==> src/verilog/cpu_pkg.sv <==
package cpu_pkg;

	//////////////////////////////
	// Instruction format
	//////////////////////////////

	localparam int unsigned INSTR_W = 16;
	localparam int unsigned PC_W = 8;

	// Field positions
	localparam int unsigned OPC_MSB = 15;
	localparam int unsigned OPC_LSB = 12;
	localparam int unsigned RD_MSB = 11;
	localparam int unsigned RD_LSB = 8;
	localparam int unsigned RS1_MSB = 7;
	localparam int unsigned RS1_LSB = 4;
	localparam int unsigned RS2_MSB = 3;
	localparam int unsigned RS2_LSB = 0;
	localparam int unsigned IMM_MSB = 7;
	localparam int unsigned IMM_LSB = 0;

	// Register file
	localparam int unsigned REG_ADDR_W = 4;
	localparam int unsigned NUM_REGS = 2 ** REG_ADDR_W;
	localparam logic [REG_ADDR_W-1:0] ZERO_REG = 4'd0;
	localparam logic [REG_ADDR_W-1:0] RA_REG = 4'd13;

	typedef enum logic [3:0] {
		OP_NOP  = 4'h0,
		OP_ADD  = 4'h1,
		OP_SUB  = 4'h2,
		OP_AND  = 4'h3,
		OP_OR   = 4'h4,
		OP_XOR  = 4'h5,
		OP_SHL  = 4'h6,
		OP_SHR  = 4'h7,
		OP_ADDI = 4'h8,
		OP_LI   = 4'h9,
		OP_JAL  = 4'hA,
		OP_JR   = 4'hB,
		OP_HALT = 4'hF
	} opcode_e;

	// Operation handed from decode to execute
	typedef enum logic [2:0] {
		ALU_ADD    = 3'd0,
		ALU_SUB    = 3'd1,
		ALU_AND    = 3'd2,
		ALU_OR     = 3'd3,
		ALU_XOR    = 3'd4,
		ALU_SHL    = 3'd5,
		ALU_SHR    = 3'd6,
		ALU_PASS_B = 3'd7
	} alu_op_e;

endpackage

==> src/verilog/result_if.sv <==
`timescale 1ns/100ps

interface result_if #(
	parameter int unsigned DATA_W = 16
);
	import cpu_pkg::*;

	// Result of the instruction in execute, combinational
	logic                  alu_we;
	logic [REG_ADDR_W-1:0] alu_addr;
	logic [DATA_W-1:0]     alu_value;

	// Registered writeback, lands in the array at the next edge
	logic                  wr_we;
	logic [REG_ADDR_W-1:0] wr_addr;
	logic [DATA_W-1:0]     wr_value;

	modport exec (
		output alu_we,
		output alu_addr,
		output alu_value,
		output wr_we,
		output wr_addr,
		output wr_value
	);

	modport regs (
		input alu_we,
		input alu_addr,
		input alu_value,
		input wr_we,
		input wr_addr,
		input wr_value
	);

endinterface
==> src/verilog/cpu_core.sv <==
`timescale 1ns/100ps

module cpu_core #(
	parameter int unsigned DATA_W = 16
) (
	input  logic                        clk,
	input  logic                        rst,
	output logic [cpu_pkg::PC_W-1:0]    instr_addr,
	input  logic [cpu_pkg::INSTR_W-1:0] instr_data,
	output logic [DATA_W-1:0]           debug_out,
	output logic                        halted
);
	import cpu_pkg::*;

	// Decode to fetch
	logic                  jump_en;
	logic [PC_W-1:0]       jump_target;
	logic                  hold;

	// Decode to register file
	logic [REG_ADDR_W-1:0] read_addr1;
	logic [REG_ADDR_W-1:0] read_addr2;
	logic [DATA_W-1:0]     read_value1;
	logic [DATA_W-1:0]     read_value2;
	logic                  ra_we;
	logic [DATA_W-1:0]     ra_value;

	// Execute stage
	logic                  ex_valid;
	alu_op_e               ex_op;
	logic [DATA_W-1:0]     ex_a;
	logic [DATA_W-1:0]     ex_b;
	logic [REG_ADDR_W-1:0] ex_rd;

	result_if #(.DATA_W(DATA_W)) res_bus ();

	// Pc goes straight out as the instruction address
	pc_fetch pc0 (
		.clk         (clk),
		.rst         (rst),
		.jump_en     (jump_en),
		.jump_target (jump_target),
		.hold        (hold),
		.pc          (instr_addr)
	);

	decode_ctrl #(.DATA_W(DATA_W)) dec0 (
		.clk         (clk),
		.rst         (rst),
		.instr       (instr_data),
		.pc          (instr_addr),
		.rs1_value   (read_value1),
		.rs2_value   (read_value2),
		.read_addr1  (read_addr1),
		.read_addr2  (read_addr2),
		.ex_valid    (ex_valid),
		.ex_op       (ex_op),
		.ex_a        (ex_a),
		.ex_b        (ex_b),
		.ex_rd       (ex_rd),
		.jump_en     (jump_en),
		.jump_target (jump_target),
		.hold        (hold),
		.ra_we       (ra_we),
		.ra_value    (ra_value),
		.halted      (halted)
	);

	reg_file #(.DATA_W(DATA_W)) regs0 (
		.clk         (clk),
		.rst         (rst),
		.res         (res_bus.regs),
		.read_addr1  (read_addr1),
		.read_value1 (read_value1),
		.read_addr2  (read_addr2),
		.read_value2 (read_value2),
		.ra_we       (ra_we),
		.ra_value    (ra_value),
		.debug_out   (debug_out)
	);

	exec_unit #(.DATA_W(DATA_W)) exec0 (
		.clk      (clk),
		.rst      (rst),
		.ex_valid (ex_valid),
		.ex_op    (ex_op),
		.ex_a     (ex_a),
		.ex_b     (ex_b),
		.ex_rd    (ex_rd),
		.res      (res_bus.exec)
	);

endmodule

==> src/verilog/decode_ctrl.sv <==
`timescale 1ns/100ps

module decode_ctrl #(
	parameter int unsigned DATA_W = 16
) (
	input  logic                           clk,
	input  logic                           rst,
	input  logic [cpu_pkg::INSTR_W-1:0]    instr,
	input  logic [cpu_pkg::PC_W-1:0]       pc,
	input  logic [DATA_W-1:0]              rs1_value,
	input  logic [DATA_W-1:0]              rs2_value,
	output logic [cpu_pkg::REG_ADDR_W-1:0] read_addr1,
	output logic [cpu_pkg::REG_ADDR_W-1:0] read_addr2,
	output logic                           ex_valid,
	output cpu_pkg::alu_op_e               ex_op,
	output logic [DATA_W-1:0]              ex_a,
	output logic [DATA_W-1:0]              ex_b,
	output logic [cpu_pkg::REG_ADDR_W-1:0] ex_rd,
	output logic                           jump_en,
	output logic [cpu_pkg::PC_W-1:0]       jump_target,
	output logic                           hold,
	output logic                           ra_we,
	output logic [DATA_W-1:0]              ra_value,
	output logic                           halted
);
	import cpu_pkg::*;

	localparam int unsigned IMM_W = IMM_MSB - IMM_LSB + 1;

	typedef enum logic [1:0] {
		ST_RUN,
		ST_DRAIN,
		ST_STOP
	} halt_state_e;

	halt_state_e           state;
	opcode_e               opcode;
	logic [REG_ADDR_W-1:0] rd;
	logic [IMM_W-1:0]      imm8;
	logic [DATA_W-1:0]     imm_ext;
	logic [PC_W-1:0]       link_pc;
	logic                  issue;
	logic                  halt_dec;
	alu_op_e               op_sel;
	logic [DATA_W-1:0]     a_sel;
	logic [DATA_W-1:0]     b_sel;

	//////////////////////////////
	// Field extraction
	//////////////////////////////

	assign opcode = opcode_e'(instr[OPC_MSB:OPC_LSB]);
	assign rd = instr[RD_MSB:RD_LSB];
	assign imm8 = instr[IMM_MSB:IMM_LSB];
	assign imm_ext = {{(DATA_W - IMM_W){imm8[IMM_W-1]}}, imm8};

	// ADDI uses rd as its source, rs1 bits belong to the immediate
	assign read_addr1 = (opcode == OP_ADDI) ? rd : instr[RS1_MSB:RS1_LSB];
	assign read_addr2 = instr[RS2_MSB:RS2_LSB];

	// Link value is the address after the JAL
	assign link_pc = pc + 1'b1;
	assign ra_value = {{(DATA_W - PC_W){1'b0}}, link_pc};

	always_comb begin
		issue = 1'b0;
		halt_dec = 1'b0;
		op_sel = ALU_ADD;
		a_sel = rs1_value;
		b_sel = rs2_value;
		jump_en = 1'b0;
		jump_target = imm8;
		ra_we = 1'b0;
		if (state == ST_RUN) begin
			case (opcode)
				OP_ADD: begin issue = 1'b1; op_sel = ALU_ADD; end
				OP_SUB: begin issue = 1'b1; op_sel = ALU_SUB; end
				OP_AND: begin issue = 1'b1; op_sel = ALU_AND; end
				OP_OR:  begin issue = 1'b1; op_sel = ALU_OR;  end
				OP_XOR: begin issue = 1'b1; op_sel = ALU_XOR; end
				OP_SHL: begin issue = 1'b1; op_sel = ALU_SHL; end
				OP_SHR: begin issue = 1'b1; op_sel = ALU_SHR; end
				OP_ADDI: begin
					issue = 1'b1;
					b_sel = imm_ext;
				end
				OP_LI: begin
					issue = 1'b1;
					op_sel = ALU_PASS_B;
					a_sel = '0;
					b_sel = imm_ext;
				end
				OP_JAL: begin
					jump_en = 1'b1;
					ra_we = 1'b1;
				end
				OP_JR: begin
					jump_en = 1'b1;
					jump_target = rs1_value[PC_W-1:0];
				end
				OP_HALT: halt_dec = 1'b1;
				default: ;
			endcase
		end
	end

	// Pc stays on HALT from the decode cycle onwards
	assign hold = halt_dec || (state != ST_RUN);

	//////////////////////////////
	// Execute stage register
	//////////////////////////////

	always_ff @(posedge clk) begin
		if (rst) begin
			ex_valid <= 1'b0;
		end else begin
			ex_valid <= issue;
		end
	end

	always_ff @(posedge clk) begin
		ex_op <= op_sel;
		ex_a <= a_sel;
		ex_b <= b_sel;
		ex_rd <= rd;
	end

	//////////////////////////////
	// Halt sequencer
	//////////////////////////////

	// Drain covers the HALT decode cycle and the next one, by then the
	// last older result has been written
	always_ff @(posedge clk) begin
		if (rst) begin
			state <= ST_RUN;
		end else begin
			case (state)
				ST_RUN:   if (halt_dec) state <= ST_DRAIN;
				ST_DRAIN: state <= ST_STOP;
				default:  state <= ST_STOP;
			endcase
		end
	end

	assign halted = (state == ST_STOP);

	no_issue_after_halt: assert property (
		@(posedge clk) disable iff (rst)
		halted |-> !ex_valid
	) else $error("instruction reached execute after halt");

endmodule

==> src/verilog/exec_unit.sv <==
`timescale 1ns/100ps

module exec_unit #(
	parameter int unsigned DATA_W = 16
) (
	input  logic                           clk,
	input  logic                           rst,
	input  logic                           ex_valid,
	input  cpu_pkg::alu_op_e               ex_op,
	input  logic [DATA_W-1:0]              ex_a,
	input  logic [DATA_W-1:0]              ex_b,
	input  logic [cpu_pkg::REG_ADDR_W-1:0] ex_rd,
	result_if.exec                         res
);
	import cpu_pkg::*;

	logic              result_we;
	logic [DATA_W-1:0] result;
	logic [3:0]        shamt;

	assign shamt = ex_b[3:0];

	//////////////////////////////
	// ALU
	//////////////////////////////

	always_comb begin
		case (ex_op)
			ALU_ADD:    result = ex_a + ex_b;
			ALU_SUB:    result = ex_a - ex_b;
			ALU_AND:    result = ex_a & ex_b;
			ALU_OR:     result = ex_a | ex_b;
			ALU_XOR:    result = ex_a ^ ex_b;
			ALU_SHL:    result = ex_a << shamt;
			ALU_SHR:    result = ex_a >> shamt;
			ALU_PASS_B: result = ex_b;
			default:    result = '0;
		endcase
	end

	// Results for r0 and r13 never leave execute
	assign result_we = ex_valid && (ex_rd != ZERO_REG) && (ex_rd != RA_REG);

	assign res.alu_we = result_we;
	assign res.alu_addr = ex_rd;
	assign res.alu_value = result;

	//////////////////////////////
	// Writeback register
	//////////////////////////////

	always_ff @(posedge clk) begin
		if (rst) begin
			res.wr_we <= 1'b0;
		end else begin
			res.wr_we <= result_we;
		end
	end

	always_ff @(posedge clk) begin
		res.wr_addr <= ex_rd;
		res.wr_value <= result;
	end

endmodule

==> src/verilog/pc_fetch.sv <==
`timescale 1ns/100ps

module pc_fetch (
	input  logic                     clk,
	input  logic                     rst,
	input  logic                     jump_en,
	input  logic [cpu_pkg::PC_W-1:0] jump_target,
	input  logic                     hold,
	output logic [cpu_pkg::PC_W-1:0] pc
);
	import cpu_pkg::*;

	logic [PC_W-1:0] pc_inc;

	assign pc_inc = pc + 1'b1;

	//////////////////////////////
	// Program counter
	//////////////////////////////

	// Jump wins, the instruction after a jump is never fetched
	always_ff @(posedge clk) begin
		if (rst) begin
			pc <= '0;
		end else if (jump_en) begin
			pc <= jump_target;
		end else if (!hold) begin
			pc <= pc_inc;
		end
	end

	// Decode never jumps while it is holding for a halt
	jump_hold_excl: assert property (
		@(posedge clk) disable iff (rst)
		!(jump_en && hold)
	) else $error("jump_en and hold high together at pc %0d", pc);

endmodule

==> src/verilog/reg_file.sv <==
`timescale 1ns/100ps

module reg_file #(
	parameter int unsigned DATA_W = 16
) (
	input  logic                           clk,
	input  logic                           rst,
	result_if.regs                         res,
	input  logic [cpu_pkg::REG_ADDR_W-1:0] read_addr1,
	output logic [DATA_W-1:0]              read_value1,
	input  logic [cpu_pkg::REG_ADDR_W-1:0] read_addr2,
	output logic [DATA_W-1:0]              read_value2,
	input  logic                           ra_we,
	input  logic [DATA_W-1:0]              ra_value,
	output logic [DATA_W-1:0]              debug_out
);
	import cpu_pkg::*;

	localparam logic [REG_ADDR_W-1:0] DEBUG_REG = 4'd3;

	logic [DATA_W-1:0] regs [NUM_REGS];

	//////////////////////////////
	// Write ports
	//////////////////////////////

	always_ff @(posedge clk) begin
		if (rst) begin
			for (int i = 0; i < NUM_REGS; i++) begin
				regs[i] <= '0;
			end
		end else begin
			// Zero and link registers ignore the normal write port
			if (res.wr_we && (res.wr_addr != ZERO_REG) && (res.wr_addr != RA_REG)) begin
				regs[res.wr_addr] <= res.wr_value;
			end
			if (ra_we) begin
				regs[RA_REG] <= ra_value;
			end
		end
	end

	//////////////////////////////
	// Forwarding read ports
	//////////////////////////////

	// Youngest result first, then writeback, then the array
	function automatic logic [DATA_W-1:0] fwd_read(input logic [REG_ADDR_W-1:0] addr);
		logic [DATA_W-1:0] value;
		if (addr == ZERO_REG) begin
			value = '0;
		end else if (addr == RA_REG) begin
			value = regs[RA_REG];
		end else if (res.alu_we && (res.alu_addr == addr)) begin
			value = res.alu_value;
		end else if (res.wr_we && (res.wr_addr == addr)) begin
			value = res.wr_value;
		end else begin
			value = regs[addr];
		end
		return value;
	endfunction

	always_comb begin
		read_value1 = fwd_read(read_addr1);
		read_value2 = fwd_read(read_addr2);
	end

	assign debug_out = regs[DEBUG_REG];

	// Execute must filter link writes before they reach writeback
	no_wb_to_ra: assert property (
		@(posedge clk) disable iff (rst)
		!(res.wr_we && (res.wr_addr == RA_REG))
	) else $error("writeback targets the link register");

endmodule

==> config.mk <==
export PLATFORM = sky130hd
export DESIGN_NAME = cpu_core
export DESIGN_NICKNAME = d
export VERILOG_FILES = /design/src/verilog/cpu_pkg.sv /design/src/verilog/result_if.sv /design/src/verilog/cpu_core.sv /design/src/verilog/decode_ctrl.sv /design/src/verilog/exec_unit.sv /design/src/verilog/pc_fetch.sv /design/src/verilog/reg_file.sv
export SDC_FILE = /design/constraint.sdc
export NUM_CORES = 1
export LEC_CHECK = 0
export ABC_AREA = 1
export BUFFER_PORTS_ARGS = -buffer_cell sky130_fd_sc_hd__buf_2
export CAP_MARGIN = 20
export CORE_AREA = 2 2 179 181
export CTS_BUF_LIST = sky130_fd_sc_hd__clkbuf_16
export DETAILED_ROUTE_END_ITERATION = 7
export DIE_AREA = 0 0 181 183
export PLACE_DENSITY = 0.82
export SLEW_MARGIN = 20
export SYNTH_ARGS = -nofsm -noshare
export SYNTH_HDL_FRONTEND = slang
export SYNTH_SLANG_ARGS = --single-unit
==> constraint.sdc <==
create_clock -name clk -period 9.1 [get_ports clk]
set_input_delay 1.82 -clock clk [delete_from_list [all_inputs] [get_ports clk]]
set_output_delay 1.82 -clock clk [all_outputs]
set_load 0.05 [all_outputs]
== Word-level counts from Yosys, hierarchy flattened ==
Memory sizes are Yosys's and may differ from the RTL's.
Index checks and enable logic that the tools add are counted.

* ROM bits: 0
* Memories: 1
* Memory bits (writable): 256
* Latch bits: 0
* Output and inout bits: 25
* Input port bits: 18
* Flip-flop bits (word level): 71

{| class="wikitable"
|+ Memories
! name !! depth !! width !! read ports !! clocked after memory_dff !! wr ports !! RTL line !! text
|-
| regs0.regs || 16 || 16 || 4 || 0 || 16 || reg_file.sv:21 || <nowiki>logic [DATA_W-1:0] regs [NUM_REGS];</nowiki>
|}

* Reductions and logical operators: 21
* Order comparisons: 0
* Shifts and indexed selects: 2
* Multiply operators: 0
* Equality and inequality tests: 30
* Div/mod/pow operators: 0
* $add $sub $neg: 3
* Bitwise logic cells: 5
* Muxes and demuxes: 40

{| class="wikitable"
|+ Operators by type and width
! operator !! count
|-
| 2-to-1 mux 16 bit || 14
|-
| case mux 16 bit (8 select lines) || 1
|-
| 2-to-1 mux 8 bit || 4
|-
| == test 4 bit, second input constant || 7
|-
| case mux 3 bit (7 select lines) || 1
|-
| adder 16 bit || 1
|-
| AND 16 bit || 1
|-
| == test 4 x 3 -> 1 bit, second input constant || 4
|-
| == test 4 bit || 4
|-
| 2-to-1 mux 1 bit || 16
|-
| OR 16 bit || 1
|-
| OR reduction 16 bit || 1
|-
| left shift 16 x 4 -> 16 bit || 1
|-
| right shift 16 x 4 -> 16 bit || 1
|-
| subtractor 16 bit || 1
|-
| XOR 16 bit || 1
|-
| == test 3 bit, second input constant || 4
|-
| OR reduction 9 bit || 1
|-
| adder 8 x 1 -> 8 bit, second input constant || 1
|-
| == test 4 x 2 -> 1 bit, second input constant || 2
|-
| logical AND 1 bit || 8
|-
| logical NOT 4 bit || 2
|-
| 2-to-1 mux 4 bit || 2
|-
| != test 4 bit, second input constant || 2
|-
| 14 further kinds || 20
|}

== Depth between registers and ports, before layout ==
* Depth in word-level cells: 11
* Gate-level depth with buffers: 29
* Depth with buffers taken out: 27

== By module ==
Synthesis repeated with hierarchy kept, for this count alone.

* Cells, all modules: 3,416
* Area total of the unflattened synthesis: 22,855.7 um2

{| class="wikitable"
|+ Modules (own cells, without submodules)
! module !! cells each !! instances !! area an instance (um2)
|-
| reg_file || 2,389 || 1 || 16,498.3
|-
| exec_unit || 708 || 1 || 4,047.6
|-
| decode_ctrl || 239 || 1 || 1,788.0
|-
| pc_fetch || 80 || 1 || 521.8
|}

== Worst setup path before layout ==
Ideal clock, no wire load.

* Path kind: input port to flip-flop
* From: input port instr_data[15] in the netlist's numbering
* To: memory regs0.regs[13][0] (enable)
* Path slack: 5.379 ns
* Arrival time: 3.349 ns
* Cell stages on the path: 9
* Required time: 8.728 ns
* Buffers on the path: 1
* Library setup time: 0.372 ns
* Path through: inv_2 -> nor2_8 -> inv_1 -> nor3_1 -> inv_1 -> clkbuf_1 -> nor2_1 -> inv_1 -> nand2_1

{| class="wikitable"
|+ RTL lines
! what !! RTL line !! text
|-
| from (decl) || cpu_core.sv:9 || <nowiki>input logic [cpu_pkg::INSTR_W-1:0] instr_data,</nowiki>
|-
| to (decl) || reg_file.sv:21 ||
|}

== Worst setup path after layout ==
* From: input port instr_data[0] in the netlist's numbering
* To: register dec0.ex_b[3]

* Word-level cells in the longest chain between the ends: 8

{| class="wikitable"
|+ RTL lines
! what !! RTL line !! text
|-
| parallel branches: the longest is 5 deep, another holds memory (16 x 16 bit) || -- ||
|-
| 2-to-1 mux 16 bit * || reg_file.sv:50 || <nowiki>if (addr == ZERO_REG) begin</nowiki>
|-
| 2-to-1 mux 16 bit || decode_ctrl.sv:75 || <nowiki>case (opcode)</nowiki>
|-
| 2-to-1 mux 16 bit * || decode_ctrl.sv:74 || <nowiki>if (state == ST_RUN) begin</nowiki>
|-
| via dec0.b_sel[3] || decode_ctrl.sv:46 || <nowiki>logic [DATA_W-1:0] b_sel;</nowiki>
|-
| to (signal assigned) || decode_ctrl.sv:125 || <nowiki>ex_b <= b_sel;</nowiki>
|-
| to (decl) || decode_ctrl.sv:17 || <nowiki>output logic [DATA_W-1:0] ex_b,</nowiki>
|}

Mark *: on every way through the listed nets, which the timed path passes.
A chain may end at the register's enable or synchronous reset.

==> impl_results.md <==
- Status: completed
- Leading post-synthesis cells by cell area: edfxtp_1, nand2_1, dfxtp_1
- Area added between synthesis and finish: 7.56%
- Crit path largest cell delay: 630 ps
- Vias in the first global route: 18,700
- Count of pins on the block boundary: 43
- Headroom to the max-slew limit: 27.6%
- Buffers from clock root to sink, at most: 3
- Mean Syn Cell Area: 7.80 µm²
- Resized Gates After CTS: 0
- Unique cell type count in the Yosys netlist: 57
- Combined area of all synthesized cells: 20,100 µm²
- Via count: 19,700
- Count of final hold-check violations: 0
- Sequential-to-total area share from yosys stat: 45.3%
- Fin crit period: 4810 ps
- Clock network latency to the later pin of the worst-skew pair: 540 ps
- Worst hold path class: register to register
- Final wirelength: 70,700 µm
- Final ANT Viol Nets: 0
- Total iterations of the first detailed-routing run: 8
- Internal power: 2.95 mW
- Most common cell after layout, fill and taps aside: nand2_1
- Flip-flop and latch count after synthesis: 327
- Routability congestion estimate: 0.967
- Period utilisation layout: 52.9%
- Start-to-end type of the worst setup path: primary input to register
- M3 GR Usage: 8.14%
- Relative contribution of combinational cells to total power: 28.3%
- Final Setup Violations: 0
- Register-to-Register Setup Slack: 4470 ps
- Top_reg_cell synth: edfxtp_1
- Post-detailed-route DRC marker count: 0
- Share of the synthesized area in the top cell type: 38.2%
- Post-Route Skew: 27.7 ps
- Signal arrival time at the worst endpoint: 5190 ps
- Drt wl/cell: 23.7 µm
- Transition time at the pin with the least slew margin: 1080 ps
- Most heavily used metal layer in global routing: met2
- Number of antenna violations at the first check in global routing: 1
- Width of the die: 181 µm
- Critical-path top delay cell: buf_4
- Biggest fanout along the worst timing path: 57
- Power per standard cell area: 216 nW/µm²
- Overflow after GRT: 0
- Wire length of the first global-routing pass: 108,000 µm
- Startpoint kind of the worst setup timing path: primary input
- Number of diodes added for antenna fixing: 0
- Worst EP required: 9470 ps
- Die height: 183 µm
- Switch Pwr: 1.72 mW
- Clock H-tree levels: 2
- Clock group share of total power: 32.4%
- Largest net degree at the start of global routing: 67
- Cell-by-cell trace of the critical path: buf_2, buf_4, inv_2, buf_4, nor2_1, nor3_1, and3_1, inv_1, a21oi_1, o21ai_0, o211ai_1, o21ai_0
- Aggregate global-route resource usage: 42.3%
- Cell count after synthesis: 2,576
- Net switching share of the total power: 36.9%
- Post-layout total power: 4.67 mW
- Cell accounting for the most synthesized area: edfxtp_1
- Clock slew at the register clock pins of the worst setup and hold paths: 60 ps
- Upper clock frequency limit: 0.208 GHz
- Post-detailed-placement half-perimeter wirelength: 48,800 µm
- CTS tree: yes
- CP top delay family: buffers and inverters
- Clock buffer count from CTS: 36
- Capturing element type of the critical path: register
- Cts hold-fix bufs: 0
- Area of the die: 33,100 µm²
- Number of synthesized flops with an enable pin: 256
- Post-CTS setup buffer count: 0
- Part of the power in registers: 39.3%
- Initial detailed-routing violation count: 3,372
- Total count of max-transition violations in the final report: 0
- Peak supply drop: 235 µV
- Total negative setup slack: 0 ps
- Number of buffer cells added on primary ports: 42
- Met2 usage: 68.4%
- Cell at the root of the clock tree: clkbuf_16
- Warnings, synthesis: 0
- Total leakage power: 9.33 nW
- Post-synth ARST share: 0%
- Starting density of the core: 64.4%
- M1 GR Usage: 53.4%
- Placement Rows: 65
- Drt via density: 6.60
- Number of max-capacitance violations reported: 0
- Commonest non-fill, non-tap cells in the layout: nand2_1, nor2_1, edfxtp_1
- Layout cell share with drive strength beyond 1: 6.89%
- Clk sinks: 327
- Core outline area: 31,200 µm²
- Total number of nets in the final design: 2,626
- RSZ-0062 raised after global routing: no
- Buffer and inverter count on the worst path: 5
[flip-flops by register name, summed over array words and instances, names as in the netlist]
name,cells
exec0.res.wr_we,1
dec0.ex_valid,1
exec0.res.wr_value,16
dec0.ex_op,3
pc0.pc,8
dec0.ex_b,16
dec0.ex_a,16
dec0.state,2
dec0.ex_rd,4
regs0.regs,256
exec0.res.wr_addr,4
[power groups by stage]
| stage | sequential [mW] | clock (mW) | combinational [mW] |
|---|---|---|---|
| 2_1_floorplan | 1.84 | 0 | 0.863 |
| 3_3_place_gp | 1.86 | 0 | 1.24 |
| 3_5_place_dp | 1.86 | 0 | 1.26 |
| 4_1_cts | 1.83 | 1.50 | 1.27 |
| 5_1_grt | 1.85 | 1.56 | 1.43 |
| 6_report | 1.84 | 1.52 | 1.32 |
[stage by stage]
step | instance area, µm² | instances | hold slack [ps] | setup WS [ps] | utilization [%]
floorplan | 20200 | 2599 | 364 | 5380 | -
global placement | 20400 | 2920 | 399 | 3840 | 65.3
detailed placement | 20400 | 2920 | 412 | 3650 | 65.3
CTS | 21600 | 2985 | 415 | 4170 | 69.2
global route | 21600 | 2986 | 431 | 4120 | 69.2
finish | 21600 | 2986 | 426 | 4290 | 69.2
[path summary, 6_finish.rpt]
check,startpoint,endpoint,depth (start not counted)
setup / recovery,instr_data[0],dec0.ex_b[3],12
hold / removal,dec0.ex_rd[1],exec0.res.wr_addr[1],0
setup reg to reg,dec0.ex_b[0],dec0.ex_a[11],26
hold reg to reg,dec0.ex_rd[1],exec0.res.wr_addr[1],0
[cell usage after synthesis, types with 44 or more instances]
cell type    n
a21oi_1    158
clkbuf_1    93
dfxtp_1     71
edfxtp_1   256
ha_1        50
inv_1      234
nand2_1    606
nand3_1    151
nor2_1     355
o211ai_1    48
o21ai_0    193
o221ai_1    64
o22ai_1     44
[layout make-up]
type                       count  area [µm²]
multi-input combinational   1875        9440
fill                        2546        9610
sequential                   327        9110
inverter                     247         927
timing repair buffer          70         428
clock buffer                  37         926
tap                          402         503
clock inverter                28         285
[cells by family after synthesis]
group                      after synthesis  share of synthesized area (%)
buffers and inverters                  397                           8.18
and+or+nand+nor                       1185                           24.3
DFF                                    327                           45.3
other                                    1                         0.0187
adders and majority gates               51                           3.21
xor gates and xnor gates                33                           1.44
muxes                                    2                         0.0996
AOI/OAI and AO/OA                      580                           17.4
[routing by layer]
metal | vias to the layer above | part of all wire [%]
met2 | 1667 | 46
met3 | 344 | 13
met1 | 8985 | 34
met5 | - | 0.018
li1 | 8706 | -
met4 | 2 | 6.6
No activity file was read; power rests on OpenSTA's default activity.
